--- config.mk ---
export PLATFORM = sky130hd
export DESIGN_NAME = color_tracker_top
export DESIGN_NICKNAME = d
export VERILOG_FILES = /design/src/tracker_pkg.sv /design/src/chroma_convert.sv /design/src/chroma_threshold.sv /design/src/centroid_accum.sv /design/src/tracker_regs.sv /design/src/crosshair_overlay.sv /design/src/color_tracker_top.sv
export VERILOG_INCLUDE_DIRS = /design/src
export SDC_FILE = /design/constraint.sdc
export NUM_CORES = 2
export LEC_CHECK = 0
export ABC_AREA = 1
export BUFFER_PORTS_ARGS = -buffer_cell sky130_fd_sc_hd__buf_2
export CELL_PAD_IN_SITES_DETAIL_PLACEMENT = 0
export CELL_PAD_IN_SITES_GLOBAL_PLACEMENT = 1
export CORE_UTILIZATION = 45
export CTS_CLUSTER_SIZE = 24
export DETAILED_ROUTE_END_ITERATION = 6
export HOLD_SLACK_MARGIN = 0.12
export PLACE_DENSITY = 0.78
export SYNTH_ARGS = -nofsm -noshare
export SYNTH_HDL_FRONTEND = slang
export SYNTH_SLANG_ARGS = --single-unit
--- constraint.sdc ---
create_clock -name clk_camera -period 4.7 [get_ports clk_camera]
set_clock_uncertainty 0.15 [all_clocks]
set_input_delay 0.235 -clock clk_camera [delete_from_list [all_inputs] [get_ports clk_camera]]
set_output_delay 0.235 -clock clk_camera [all_outputs]
set_load 0.005 [all_outputs]
--- src/tracker_settings.svh ---
`ifndef TRACKER_SETTINGS_SVH
`define TRACKER_SETTINGS_SVH

// camera coordinate widths
`define TRK_HCOUNT_W 11
`define TRK_VCOUNT_W 10

// width of the per-frame sums and of the divider
`define TRK_SUM_W 32

// pipeline depths, in clk_camera cycles
`define TRK_CHROMA_LAT 3
`define TRK_THRESH_LAT 1

// threshold window after reset, same for both targets
`define TRK_LOWER_RST 8'hA0
`define TRK_UPPER_RST 8'hF0

// apb register port
`define TRK_ADDR_W 4
`define TRK_DATA_W 32
`define TRK_REG_BOUNDS0 'h0
`define TRK_REG_BOUNDS1 'h4
`define TRK_REG_CENTRE0 'h8
`define TRK_REG_CENTRE1 'hC

`endif

--- src/tracker_pkg.sv ---
`include "tracker_settings.svh"

package tracker_pkg;

  // raw camera beat
  typedef struct packed {
    logic                     valid;
    logic                     sof;
    logic [`TRK_HCOUNT_W-1:0] hcount;
    logic [`TRK_VCOUNT_W-1:0] vcount;
    logic [15:0]              rgb565;
  } pixel_beat_t;

  // beat after colour space conversion
  typedef struct packed {
    logic                     valid;
    logic                     sof;
    logic [`TRK_HCOUNT_W-1:0] hcount;
    logic [`TRK_VCOUNT_W-1:0] vcount;
    logic [7:0]               cr;
    logic [7:0]               cb;
  } chroma_beat_t;

  // bit 0 is target 0 (cr), bit 1 is target 1 (cb)
  typedef struct packed {
    logic                     valid;
    logic                     sof;
    logic [`TRK_HCOUNT_W-1:0] hcount;
    logic [`TRK_VCOUNT_W-1:0] vcount;
    logic [1:0]               mask;
  } mask_beat_t;

  // upper in 15:8, lower in 7:0, matches the register layout
  typedef struct packed {
    logic [7:0] upper;
    logic [7:0] lower;
  } bounds_t;

  // valid is sticky once a division has landed
  typedef struct packed {
    logic                     valid;
    logic [`TRK_HCOUNT_W-1:0] x;
    logic [`TRK_VCOUNT_W-1:0] y;
  } centroid_t;

  typedef struct packed {
    logic                     valid;
    logic [`TRK_HCOUNT_W-1:0] hcount;
    logic [`TRK_VCOUNT_W-1:0] vcount;
    logic [23:0]              rgb888;
  } video_beat_t;

  typedef enum logic [1:0] {
    IDLE,
    DIVIDE,
    LOAD
  } div_state_e;

  typedef enum logic [`TRK_ADDR_W-1:0] {
    BOUNDS0 = `TRK_REG_BOUNDS0,
    BOUNDS1 = `TRK_REG_BOUNDS1,
    CENTRE0 = `TRK_REG_CENTRE0,
    CENTRE1 = `TRK_REG_CENTRE1
  } reg_addr_e;

endpackage

--- src/chroma_convert.sv ---
`timescale 1ns/1ps
`include "tracker_settings.svh"

module chroma_convert import tracker_pkg::*;
(
  input  logic         clk_camera,
  input  logic         sys_rst_pixel,
  input  pixel_beat_t  beat_i,
  output chroma_beat_t chroma_o
);

  localparam int LAT = `TRK_CHROMA_LAT;

  // rgb565 widened to 8 bits per channel, then to product width
  logic [14:0] r_w, g_w, b_w;
  // stage 1, unsigned coefficient products
  logic [14:0] cr_r_q, cr_g_q, cr_b_q;
  logic [14:0] cb_r_q, cb_g_q, cb_b_q;
  // stage 2, signed weighted sums
  logic signed [16:0] cr_sum_q, cb_sum_q;
  logic signed [16:0] cr_shr, cb_shr;
  // stage 3, offset chroma
  logic [7:0] cr_q, cb_q;
  // side band travelling with the math
  logic [LAT-1:0] vld_q, sof_q;
  logic [`TRK_HCOUNT_W-1:0] hcnt_q [LAT];
  logic [`TRK_VCOUNT_W-1:0] vcnt_q [LAT];

  // low bits zero filled
  assign r_w = {7'b0, beat_i.rgb565[15:11], 3'b000};
  assign g_w = {7'b0, beat_i.rgb565[10:5], 2'b00};
  assign b_w = {7'b0, beat_i.rgb565[4:0], 3'b000};

  // arithmetic shift gives the floor of a negative sum
  assign cr_shr = cr_sum_q >>> 8;
  assign cb_shr = cb_sum_q >>> 8;

  always_ff @(posedge clk_camera)
  begin
    // cr = 112r - 94g - 18b, cb = -38r - 74g + 112b
    cr_r_q <= r_w * 15'd112;
    cr_g_q <= g_w * 15'd94;
    cr_b_q <= b_w * 15'd18;
    cb_r_q <= r_w * 15'd38;
    cb_g_q <= g_w * 15'd74;
    cb_b_q <= b_w * 15'd112;
    cr_sum_q <= $signed({2'b00, cr_r_q}) - $signed({2'b00, cr_g_q})
                - $signed({2'b00, cr_b_q});
    cb_sum_q <= $signed({2'b00, cb_b_q}) - $signed({2'b00, cb_r_q})
                - $signed({2'b00, cb_g_q});
    // +128 recentres, result always within 16..239
    cr_q <= cr_shr[7:0] + 8'd128;
    cb_q <= cb_shr[7:0] + 8'd128;
    hcnt_q[0] <= beat_i.hcount;
    vcnt_q[0] <= beat_i.vcount;
    for (int i = 1; i < LAT; i++)
    begin
      hcnt_q[i] <= hcnt_q[i-1];
      vcnt_q[i] <= vcnt_q[i-1];
    end
  end

  // qualifiers need a clean start
  always_ff @(posedge clk_camera)
  begin
    if (sys_rst_pixel)
    begin
      vld_q <= '0;
      sof_q <= '0;
    end
    else
    begin
      vld_q <= {vld_q[LAT-2:0], beat_i.valid};
      sof_q <= {sof_q[LAT-2:0], beat_i.sof};
    end
  end

  always_comb
  begin
    chroma_o.valid  = vld_q[LAT-1];
    chroma_o.sof    = sof_q[LAT-1];
    chroma_o.hcount = hcnt_q[LAT-1];
    chroma_o.vcount = vcnt_q[LAT-1];
    chroma_o.cr     = cr_q;
    chroma_o.cb     = cb_q;
  end

endmodule

--- src/chroma_threshold.sv ---
`timescale 1ns/1ps
`include "tracker_settings.svh"

module chroma_threshold import tracker_pkg::*;
(
  input  logic         clk_camera,
  input  logic         sys_rst_pixel,
  input  chroma_beat_t chroma_i,
  input  bounds_t      bounds0_i,
  input  bounds_t      bounds1_i,
  output mask_beat_t   mask_o
);

  logic in0, in1;
  logic vld_q, sof_q;
  logic [1:0] mask_q;
  logic [`TRK_HCOUNT_W-1:0] hcnt_q;
  logic [`TRK_VCOUNT_W-1:0] vcnt_q;

  // inclusive windows, target 0 on cr and target 1 on cb
  assign in0 = (chroma_i.cr >= bounds0_i.lower) && (chroma_i.cr <= bounds0_i.upper);
  assign in1 = (chroma_i.cb >= bounds1_i.lower) && (chroma_i.cb <= bounds1_i.upper);

  always_ff @(posedge clk_camera)
  begin
    if (sys_rst_pixel)
    begin
      vld_q <= 1'b0;
      sof_q <= 1'b0;
    end
    else
    begin
      vld_q <= chroma_i.valid;
      sof_q <= chroma_i.sof;
    end
  end

  // mask bits only mean something alongside vld_q
  always_ff @(posedge clk_camera)
  begin
    mask_q <= {in1, in0};
    hcnt_q <= chroma_i.hcount;
    vcnt_q <= chroma_i.vcount;
  end

  always_comb
  begin
    mask_o.valid  = vld_q;
    mask_o.sof    = sof_q;
    mask_o.hcount = hcnt_q;
    mask_o.vcount = vcnt_q;
    mask_o.mask   = mask_q;
  end

endmodule

--- src/centroid_accum.sv ---
`timescale 1ns/1ps
`include "tracker_settings.svh"

module centroid_accum import tracker_pkg::*;
#(
  parameter int DIV_W = `TRK_SUM_W
)
(
  input  logic       clk_camera,
  input  logic       sys_rst_pixel,
  input  mask_beat_t mask_i,
  input  logic       hit_i,
  output centroid_t  centre_o
);

  localparam int CNT_W = $clog2(DIV_W);

  logic close_frame, hit_v, start_div;
  logic [DIV_W-1:0] x_ext, y_ext;
  logic [DIV_W-1:0] sum_x_q, sum_y_q, count_q;
  div_state_e state_q;
  logic [CNT_W-1:0] bit_cnt_q;
  logic [DIV_W-1:0] den_q, rem_x_q, quo_x_q, rem_y_q, quo_y_q;
  logic [2*DIV_W-1:0] step_x, step_y;
  centroid_t centre_q;

  // one restoring step, returns {remainder, quotient}
  // quotient register starts as the dividend and fills from the right
  function automatic logic [2*DIV_W-1:0] div_step(
    input logic [DIV_W-1:0] rem,
    input logic [DIV_W-1:0] quo,
    input logic [DIV_W-1:0] den
  );
    logic [DIV_W+1:0] trial;
    trial = {1'b0, rem, quo[DIV_W-1]} - {2'b00, den};
    if (trial[DIV_W+1])
      div_step = {rem[DIV_W-2:0], quo[DIV_W-1], quo[DIV_W-2:0], 1'b0};
    else
      div_step = {trial[DIV_W-1:0], quo[DIV_W-2:0], 1'b1};
  endfunction

  assign hit_v       = mask_i.valid && hit_i;
  assign close_frame = mask_i.valid && mask_i.sof;
  // empty frames and busy divider both skip the division
  assign start_div   = close_frame && (count_q != '0) && (state_q == IDLE);
  assign x_ext       = DIV_W'(mask_i.hcount);
  assign y_ext       = DIV_W'(mask_i.vcount);
  assign step_x      = div_step(rem_x_q, quo_x_q, den_q);
  assign step_y      = div_step(rem_y_q, quo_y_q, den_q);

  // per-frame sums, the sof beat opens the next frame
  always_ff @(posedge clk_camera)
  begin
    if (sys_rst_pixel)
    begin
      sum_x_q <= '0;
      sum_y_q <= '0;
      count_q <= '0;
    end
    else if (close_frame)
    begin
      sum_x_q <= hit_v ? x_ext : '0;
      sum_y_q <= hit_v ? y_ext : '0;
      count_q <= hit_v ? DIV_W'(1) : '0;
    end
    else if (hit_v)
    begin
      sum_x_q <= sum_x_q + x_ext;
      sum_y_q <= sum_y_q + y_ext;
      count_q <= count_q + 1'b1;
    end
  end

  // divider sequencing and held result
  always_ff @(posedge clk_camera)
  begin
    if (sys_rst_pixel)
    begin
      state_q   <= IDLE;
      bit_cnt_q <= '0;
      centre_q  <= '0;
    end
    else
    begin
      case (state_q)
        IDLE:
          if (start_div)
          begin
            state_q   <= DIVIDE;
            bit_cnt_q <= CNT_W'(DIV_W - 1);
          end
        DIVIDE:
        begin
          if (bit_cnt_q == '0)
            state_q <= LOAD;
          bit_cnt_q <= bit_cnt_q - 1'b1;
        end
        LOAD:
        begin
          centre_q.valid <= 1'b1;
          centre_q.x     <= quo_x_q[`TRK_HCOUNT_W-1:0];
          centre_q.y     <= quo_y_q[`TRK_VCOUNT_W-1:0];
          state_q        <= IDLE;
        end
        default:
          state_q <= IDLE;
      endcase
    end
  end

  // x and y share the divisor, so both finish together
  always_ff @(posedge clk_camera)
  begin
    if (start_div)
    begin
      den_q   <= count_q;
      quo_x_q <= sum_x_q;
      quo_y_q <= sum_y_q;
      rem_x_q <= '0;
      rem_y_q <= '0;
    end
    else if (state_q == DIVIDE)
    begin
      {rem_x_q, quo_x_q} <= step_x;
      {rem_y_q, quo_y_q} <= step_y;
    end
  end

  assign centre_o = centre_q;

  // frames shorter than the divider run lose their totals
  a_no_overlap: assert property (@(posedge clk_camera) disable iff (sys_rst_pixel)
    (close_frame && (count_q != '0)) |-> (state_q == IDLE))
    else $error("centroid_accum: frame closed while divider busy");

  // a single load lands a fixed time after each start
  a_one_load: assert property (@(posedge clk_camera) disable iff (sys_rst_pixel)
    start_div |-> ##(DIV_W + 1) (state_q == LOAD) ##1 (state_q != LOAD))
    else $error("centroid_accum: load missing or repeated");

endmodule

--- src/tracker_regs.sv ---
`timescale 1ns/1ps
`include "tracker_settings.svh"

module tracker_regs import tracker_pkg::*;
(
  input  logic                   clk_camera,
  input  logic                   sys_rst_pixel,
  input  logic                   psel_i,
  input  logic                   penable_i,
  input  logic                   pwrite_i,
  input  logic [`TRK_ADDR_W-1:0] paddr_i,
  input  logic [`TRK_DATA_W-1:0] pwdata_i,
  output logic [`TRK_DATA_W-1:0] prdata_o,
  output logic                   pready_o,
  output logic                   pslverr_o,
  input  centroid_t              centre0_i,
  input  centroid_t              centre1_i,
  output bounds_t                bounds0_o,
  output bounds_t                bounds1_o
);

  reg_addr_e addr;
  logic access, bad_access, wr_en;
  logic [`TRK_DATA_W-1:0] rdata;
  bounds_t bounds0_q, bounds1_q;

  // x in 10:0, y in 25:16, sticky valid in 31
  function automatic logic [`TRK_DATA_W-1:0] centre_word(input centroid_t c);
    centre_word = {c.valid, 5'b0, c.y, 5'b0, c.x};
  endfunction

  assign addr   = reg_addr_e'(paddr_i);
  assign access = psel_i && penable_i;

  // read mux and error decode
  always_comb
  begin
    rdata      = '0;
    bad_access = 1'b0;
    case (addr)
      BOUNDS0: rdata = `TRK_DATA_W'(bounds0_q);
      BOUNDS1: rdata = `TRK_DATA_W'(bounds1_q);
      CENTRE0:
      begin
        rdata      = centre_word(centre0_i);
        bad_access = pwrite_i;
      end
      CENTRE1:
      begin
        rdata      = centre_word(centre1_i);
        bad_access = pwrite_i;
      end
      default: bad_access = 1'b1;
    endcase
  end

  // rejected writes never reach the bounds
  assign wr_en = access && pwrite_i && !bad_access;

  always_ff @(posedge clk_camera)
  begin
    if (sys_rst_pixel)
    begin
      bounds0_q <= '{upper: `TRK_UPPER_RST, lower: `TRK_LOWER_RST};
      bounds1_q <= '{upper: `TRK_UPPER_RST, lower: `TRK_LOWER_RST};
    end
    else if (wr_en && (addr == BOUNDS0))
      bounds0_q <= bounds_t'(pwdata_i[15:0]);
    else if (wr_en && (addr == BOUNDS1))
      bounds1_q <= bounds_t'(pwdata_i[15:0]);
  end

  // no wait states
  assign pready_o  = 1'b1;
  assign pslverr_o = access && bad_access;
  // bus stays quiet outside read access
  assign prdata_o  = (access && !pwrite_i) ? rdata : '0;
  assign bounds0_o = bounds0_q;
  assign bounds1_o = bounds1_q;

  // an error belongs to the access phase that follows a setup phase
  a_err_phase: assert property (@(posedge clk_camera) disable iff (sys_rst_pixel)
    pslverr_o |-> (penable_i && $past(psel_i && !penable_i)))
    else $error("tracker_regs: pslverr outside an access phase");

endmodule

--- src/crosshair_overlay.sv ---
`timescale 1ns/1ps
`include "tracker_settings.svh"

module crosshair_overlay import tracker_pkg::*;
(
  input  logic        clk_camera,
  input  logic        sys_rst_pixel,
  input  pixel_beat_t beat_i,
  input  centroid_t   centre0_i,
  input  centroid_t   centre1_i,
  output video_beat_t pix_o
);

  // same depth as convert plus threshold
  localparam int ALIGN = `TRK_CHROMA_LAT + `TRK_THRESH_LAT;

  logic [ALIGN-1:0] vld_q;
  pixel_beat_t dly_q [ALIGN];
  pixel_beat_t aligned;
  logic on_line;
  logic out_vld_q;
  logic [`TRK_HCOUNT_W-1:0] out_h_q;
  logic [`TRK_VCOUNT_W-1:0] out_v_q;
  logic [23:0] out_rgb_q;

  assign aligned = dly_q[ALIGN-1];
  // centres drawn even before their first division, like the camera build
  assign on_line = (aligned.hcount == centre0_i.x) || (aligned.hcount == centre1_i.x)
                || (aligned.vcount == centre0_i.y) || (aligned.vcount == centre1_i.y);

  always_ff @(posedge clk_camera)
  begin
    if (sys_rst_pixel)
    begin
      vld_q     <= '0;
      out_vld_q <= 1'b0;
    end
    else
    begin
      vld_q     <= {vld_q[ALIGN-2:0], beat_i.valid};
      out_vld_q <= vld_q[ALIGN-1];
    end
  end

  always_ff @(posedge clk_camera)
  begin
    dly_q[0] <= beat_i;
    for (int i = 1; i < ALIGN; i++)
      dly_q[i] <= dly_q[i-1];
    out_h_q <= aligned.hcount;
    out_v_q <= aligned.vcount;
    // white line, else the expanded camera colour
    if (on_line)
      out_rgb_q <= 24'hFF_FF_FF;
    else
      out_rgb_q <= {aligned.rgb565[15:11], 3'b000, aligned.rgb565[10:5], 2'b00,
                    aligned.rgb565[4:0], 3'b000};
  end

  always_comb
  begin
    pix_o.valid  = out_vld_q;
    pix_o.hcount = out_h_q;
    pix_o.vcount = out_v_q;
    pix_o.rgb888 = out_rgb_q;
  end

endmodule

--- src/color_tracker_top.sv ---
`timescale 1ns/1ps
`include "tracker_settings.svh"

module color_tracker_top import tracker_pkg::*;
(
  input  logic                   clk_camera,
  input  logic                   sys_rst_pixel,
  input  pixel_beat_t            pix_i,
  output video_beat_t            pix_o,
  input  logic                   psel_i,
  input  logic                   penable_i,
  input  logic                   pwrite_i,
  input  logic [`TRK_ADDR_W-1:0] paddr_i,
  input  logic [`TRK_DATA_W-1:0] pwdata_i,
  output logic [`TRK_DATA_W-1:0] prdata_o,
  output logic                   pready_o,
  output logic                   pslverr_o
);

  chroma_beat_t chroma;
  mask_beat_t   mask;
  bounds_t      bounds0, bounds1;
  centroid_t    centre0, centre1;

  chroma_convert u_convert (
    .clk_camera    (clk_camera),
    .sys_rst_pixel (sys_rst_pixel),
    .beat_i        (pix_i),
    .chroma_o      (chroma)
  );

  chroma_threshold u_threshold (
    .clk_camera    (clk_camera),
    .sys_rst_pixel (sys_rst_pixel),
    .chroma_i      (chroma),
    .bounds0_i     (bounds0),
    .bounds1_i     (bounds1),
    .mask_o        (mask)
  );

  // target 0 tracks the cr mask
  centroid_accum u_centroid0 (
    .clk_camera    (clk_camera),
    .sys_rst_pixel (sys_rst_pixel),
    .mask_i        (mask),
    .hit_i         (mask.mask[0]),
    .centre_o      (centre0)
  );

  // target 1 tracks the cb mask
  centroid_accum u_centroid1 (
    .clk_camera    (clk_camera),
    .sys_rst_pixel (sys_rst_pixel),
    .mask_i        (mask),
    .hit_i         (mask.mask[1]),
    .centre_o      (centre1)
  );

  tracker_regs u_regs (
    .clk_camera    (clk_camera),
    .sys_rst_pixel (sys_rst_pixel),
    .psel_i        (psel_i),
    .penable_i     (penable_i),
    .pwrite_i      (pwrite_i),
    .paddr_i       (paddr_i),
    .pwdata_i      (pwdata_i),
    .prdata_o      (prdata_o),
    .pready_o      (pready_o),
    .pslverr_o     (pslverr_o),
    .centre0_i     (centre0),
    .centre1_i     (centre1),
    .bounds0_o     (bounds0),
    .bounds1_o     (bounds1)
  );

  crosshair_overlay u_overlay (
    .clk_camera    (clk_camera),
    .sys_rst_pixel (sys_rst_pixel),
    .beat_i        (pix_i),
    .centre0_i     (centre0),
    .centre1_i     (centre1),
    .pix_o         (pix_o)
  );

endmodule

==> results.yml <==
outcome:
  status: "complete, no violations"
setup_path:
  startpoint: "u_centroid0.den_q[7]"
  r2r_slack_ns: 1.22
  r2r_cells: 16
  worstReg2RegEnd: "u_centroid0.rem_x_q[10]"
  crit_end: "u_centroid0.rem_x_q[10]"
  rr_startpoint: "u_centroid0.den_q[7]"
  required_ns: 5.10
  cp_top_family: "simple AND/OR/NAND/NOR gates"
  crit_path_cell_trace: "inv_1 > ha_1 > nand2_1 > inv_1 > nand2_1 > nand2_1 > inv_1 > nand3_1 > nand2_1 > nand2_1 > nand2_2 > nand2_2 > buf_4 > nand2_1 > nand3_1 > o21ai_1"
  cp_num_buf_inv: 4
  cp-start-kind: "register"
  endpoint_kind: "register"
  critPathMaxFanout: 23
  cp_common_cell: "nand2_1"
  crit_path_top_delay_cell: "nand2_2"
  worstSetupPathType: "reg -> reg"
  worst_path_largest_cell_delay_ns: 0.49
  cp.arrival_ns: 3.88
  cp.depth: 16
logic_synthesis:
  ys_seq_area_frac: 0.387
  synth_cells: 7104
  ys_warn_count: 0
  syn_area_per_cell_um2: 7.11
  synthFlopType: "dfxtp_1"
  ys_ff_latch: 880
  yosysUniqueCellTypes: 53
  async_flop_share: 0
  yosysTopAreaCell: "dfxtp_1"
  ys_top_cells_by_area: "dfxtp_1 (27%), nand2_1 (15%), edfxtp_1 (11%)"
  synth_edf_count: 192
  netlist_area_um2: 50500
  synth.top_cell.area_share: 0.273
floorplan:
  initial_core_util: 0.455
  fp.coreArea_um2: 111000
  die_w_um: 337
  rows: 122
  die_h_um: 337
  die_area_um2: 114000
  io_pins: 160
sta:
  rsz0062_at_grt: "false"
  tns_ns: 0
  timing.final.max_slew_violations: 0
  period_share: 0.740
  worst_hold_slack_ns: 0.152
  fmax_mhz: 288
  hold_viol_final: 0
  worstMarginPinSlew_ns: 1.09
  fin_crit_ns: 3.48
  setup_viol: 0
  slew_headroom: 0.270
final_layout:
  antennaDiodeCount: 0
  design_area_um2: 56800
  final_util: 0.512
  n_fill_cell: 11200
  largest_reg_flops: 72
  final_nets: 7719
  drive_gt1_frac: 0.0563
  area_growth_pct: 12.4
  regMostFlops: "u_overlay.dly_q"
route:
  drtAntennaViolNets: 0
  postRouteWirelength_mm: 143
  wl_per_cell_um: 16.1
  dr.pass1.iters: 6
  drt_iter0_markers: 2804
  routed_via_density: 5.05
  num_vias: 44700
  drc: 0
global_routing:
  antenna_found_initial: 0
  grt_pass1_wl_mm: 228
  grt.overflow.total: 0
  grt_util_all_layers: 0.251
  grt_max_degree: 95
  grt_pass1_vias: 42200
cts:
  cts_max_path_buffers: 3
  cts_buffers: 97
  tritoncts: "built"
  htreeDepth: 3
  clock_sinks: 880
  ctsRootBufferMaster: "clkbuf_16"
  clkTransAtPathRegs_ns: 0.06
  clk_latency_ns: 0.71
power:
  irDropWorstVdd_v: 0.000350
  leakage_nw: 27.7
  pwr-share-comb: 0.175
  power_frac_clock: 0.399
  seq_power_share: 0.427
  swShare: 0.288
  p_int_mw: 14.0
  p_switching_mw: 5.67
  power_density_nw_per_um2: 346
min_path:
  hp-class: "reg -> reg"
placement:
  place_area_um2: 52600
  io_buffer_count: 137
  gp_congestion: 0.924
  hpwl_mm: 105
flow_run:
  maxCapViolations: 0
==> stage by stage <==
| stage | setup WS [ns] | cells | power, mW |
|---|---|---|---|
| finish | 1.22 | 8848 | 19.7 |
| global route | 1.02 | 8848 | 20.7 |
| global placement | 1.24 | 8573 | 11.9 |
| CTS | 1.26 | 8848 | 19.9 |
| detailed placement | 1.22 | 8573 | 11.9 |
| floorplan | 1.12 | 7108 | 11.0 |
==> cells in the mapped netlist (all sizes together) (46+ instances only) <==
master and number:
nand3 554, dfxtp 688, fa 46, inv 1145, clkbuf 77, ha 316
o21ai 334, nand4 109, nand3b 55, xnor2 81, edfxtp 192, nor3 126
nor2 523, xor2 81, a21oi 382, nand2 2079, buf 123
==> area by class of cell <==
| class | count | area, um2 | share of cell area |
|---|---|---|---|
| Clock inverter | 52 | 584 | 0.0103 |
| Inverter | 1147 | 4310 | 0.0758 |
| Sequential cell | 880 | 19500 | 0.344 |
| Timing Repair Buffer | 270 | 1980 | 0.0349 |
| Clock buffer | 130 | 2740 | 0.0482 |
| Multi-Input combinational cell | 4881 | 25800 | 0.454 |
| Tap cell | 1488 | 1860 | 0.0328 |
==> how the worst min path moves through the flow <==
stage                                      start                     end  depth (start not counted)
after detailed placement  u_convert.hcnt_q[0][9]  u_convert.hcnt_q[1][9]                          0
after CTS                               pix_i[8]   u_overlay.dly_q[0][8]                          2
after global placement    u_convert.vcnt_q[1][4]  u_convert.vcnt_q[2][4]                          0
after global routing                    pix_i[7]   u_overlay.dly_q[0][7]                          2
final                      u_overlay.dly_q[0][9]   u_overlay.dly_q[1][9]                          0
after floorplan                        pix_i[26]  u_convert.hcnt_q[0][0]                          0
==> power groups by stage <==
stage               clock network [mW]  logic [mW]  registers, mW
CTS                               8.02        3.46           8.40
detailed placement                   0        3.37           8.55
floorplan                            0        2.56           8.45
global placement                     0        3.37           8.55
global route                      8.31        3.96           8.43
finish                            7.84        3.43           8.39
==> per-layer routing <==
metal  vias to the layer above  part of all wire  global-route usage
met3                       201             0.041              0.0255
met2                       939              0.46               0.415
met4                         0             0.024              0.0643
li1                      23100                 -                   -
met1                     20500              0.48               0.347
met5                         -                 0                   0
==> cells by family (layout without fill, tap and decap cells) <==
logic type | count (synthesis) | after routing | share of synthesized area
AO/OA/AOI/OAI | 839 | 839 | 0.0894
XOR/XNOR | 162 | 162 | 0.0281
adder cells (fa/ha/maj) | 362 | 362 | 0.0964
buffers and inverters | 1347 | 1599 | 0.105
flip-flops | 880 | 880 | 0.387
other | 2 | 6 | 0.000149
AND/OR/NAND/NOR | 3512 | 3512 | 0.295
==> repair_timing <==
item	CTS	global route
endpoints found under the hold margin	130	0
gates resized for setup	0	0
hold buffers	93	0
buffers inserted	0	0
==> layout by cell type, fill, tap and decap left out, drive strengths merged, types with 37 or more instances in the layout <==
cell type,synthesis,routed
nand4,109,109
buf,123,177
nand2,2079,2079
nor3,126,126
nand3b,55,55
nor2,523,523
dlygate4sd3,0,93
edfxtp,192,192
a21oi,382,382
inv,1145,1151
clkinv,2,38
nor4,37,37
xor2,81,81
xnor2,81,81
nand3,554,554
ha,316,316
dfxtp,688,688
o21ai,334,334
fa,46,46
clkbuf,77,130
Power figures use the tool's default switching activity.
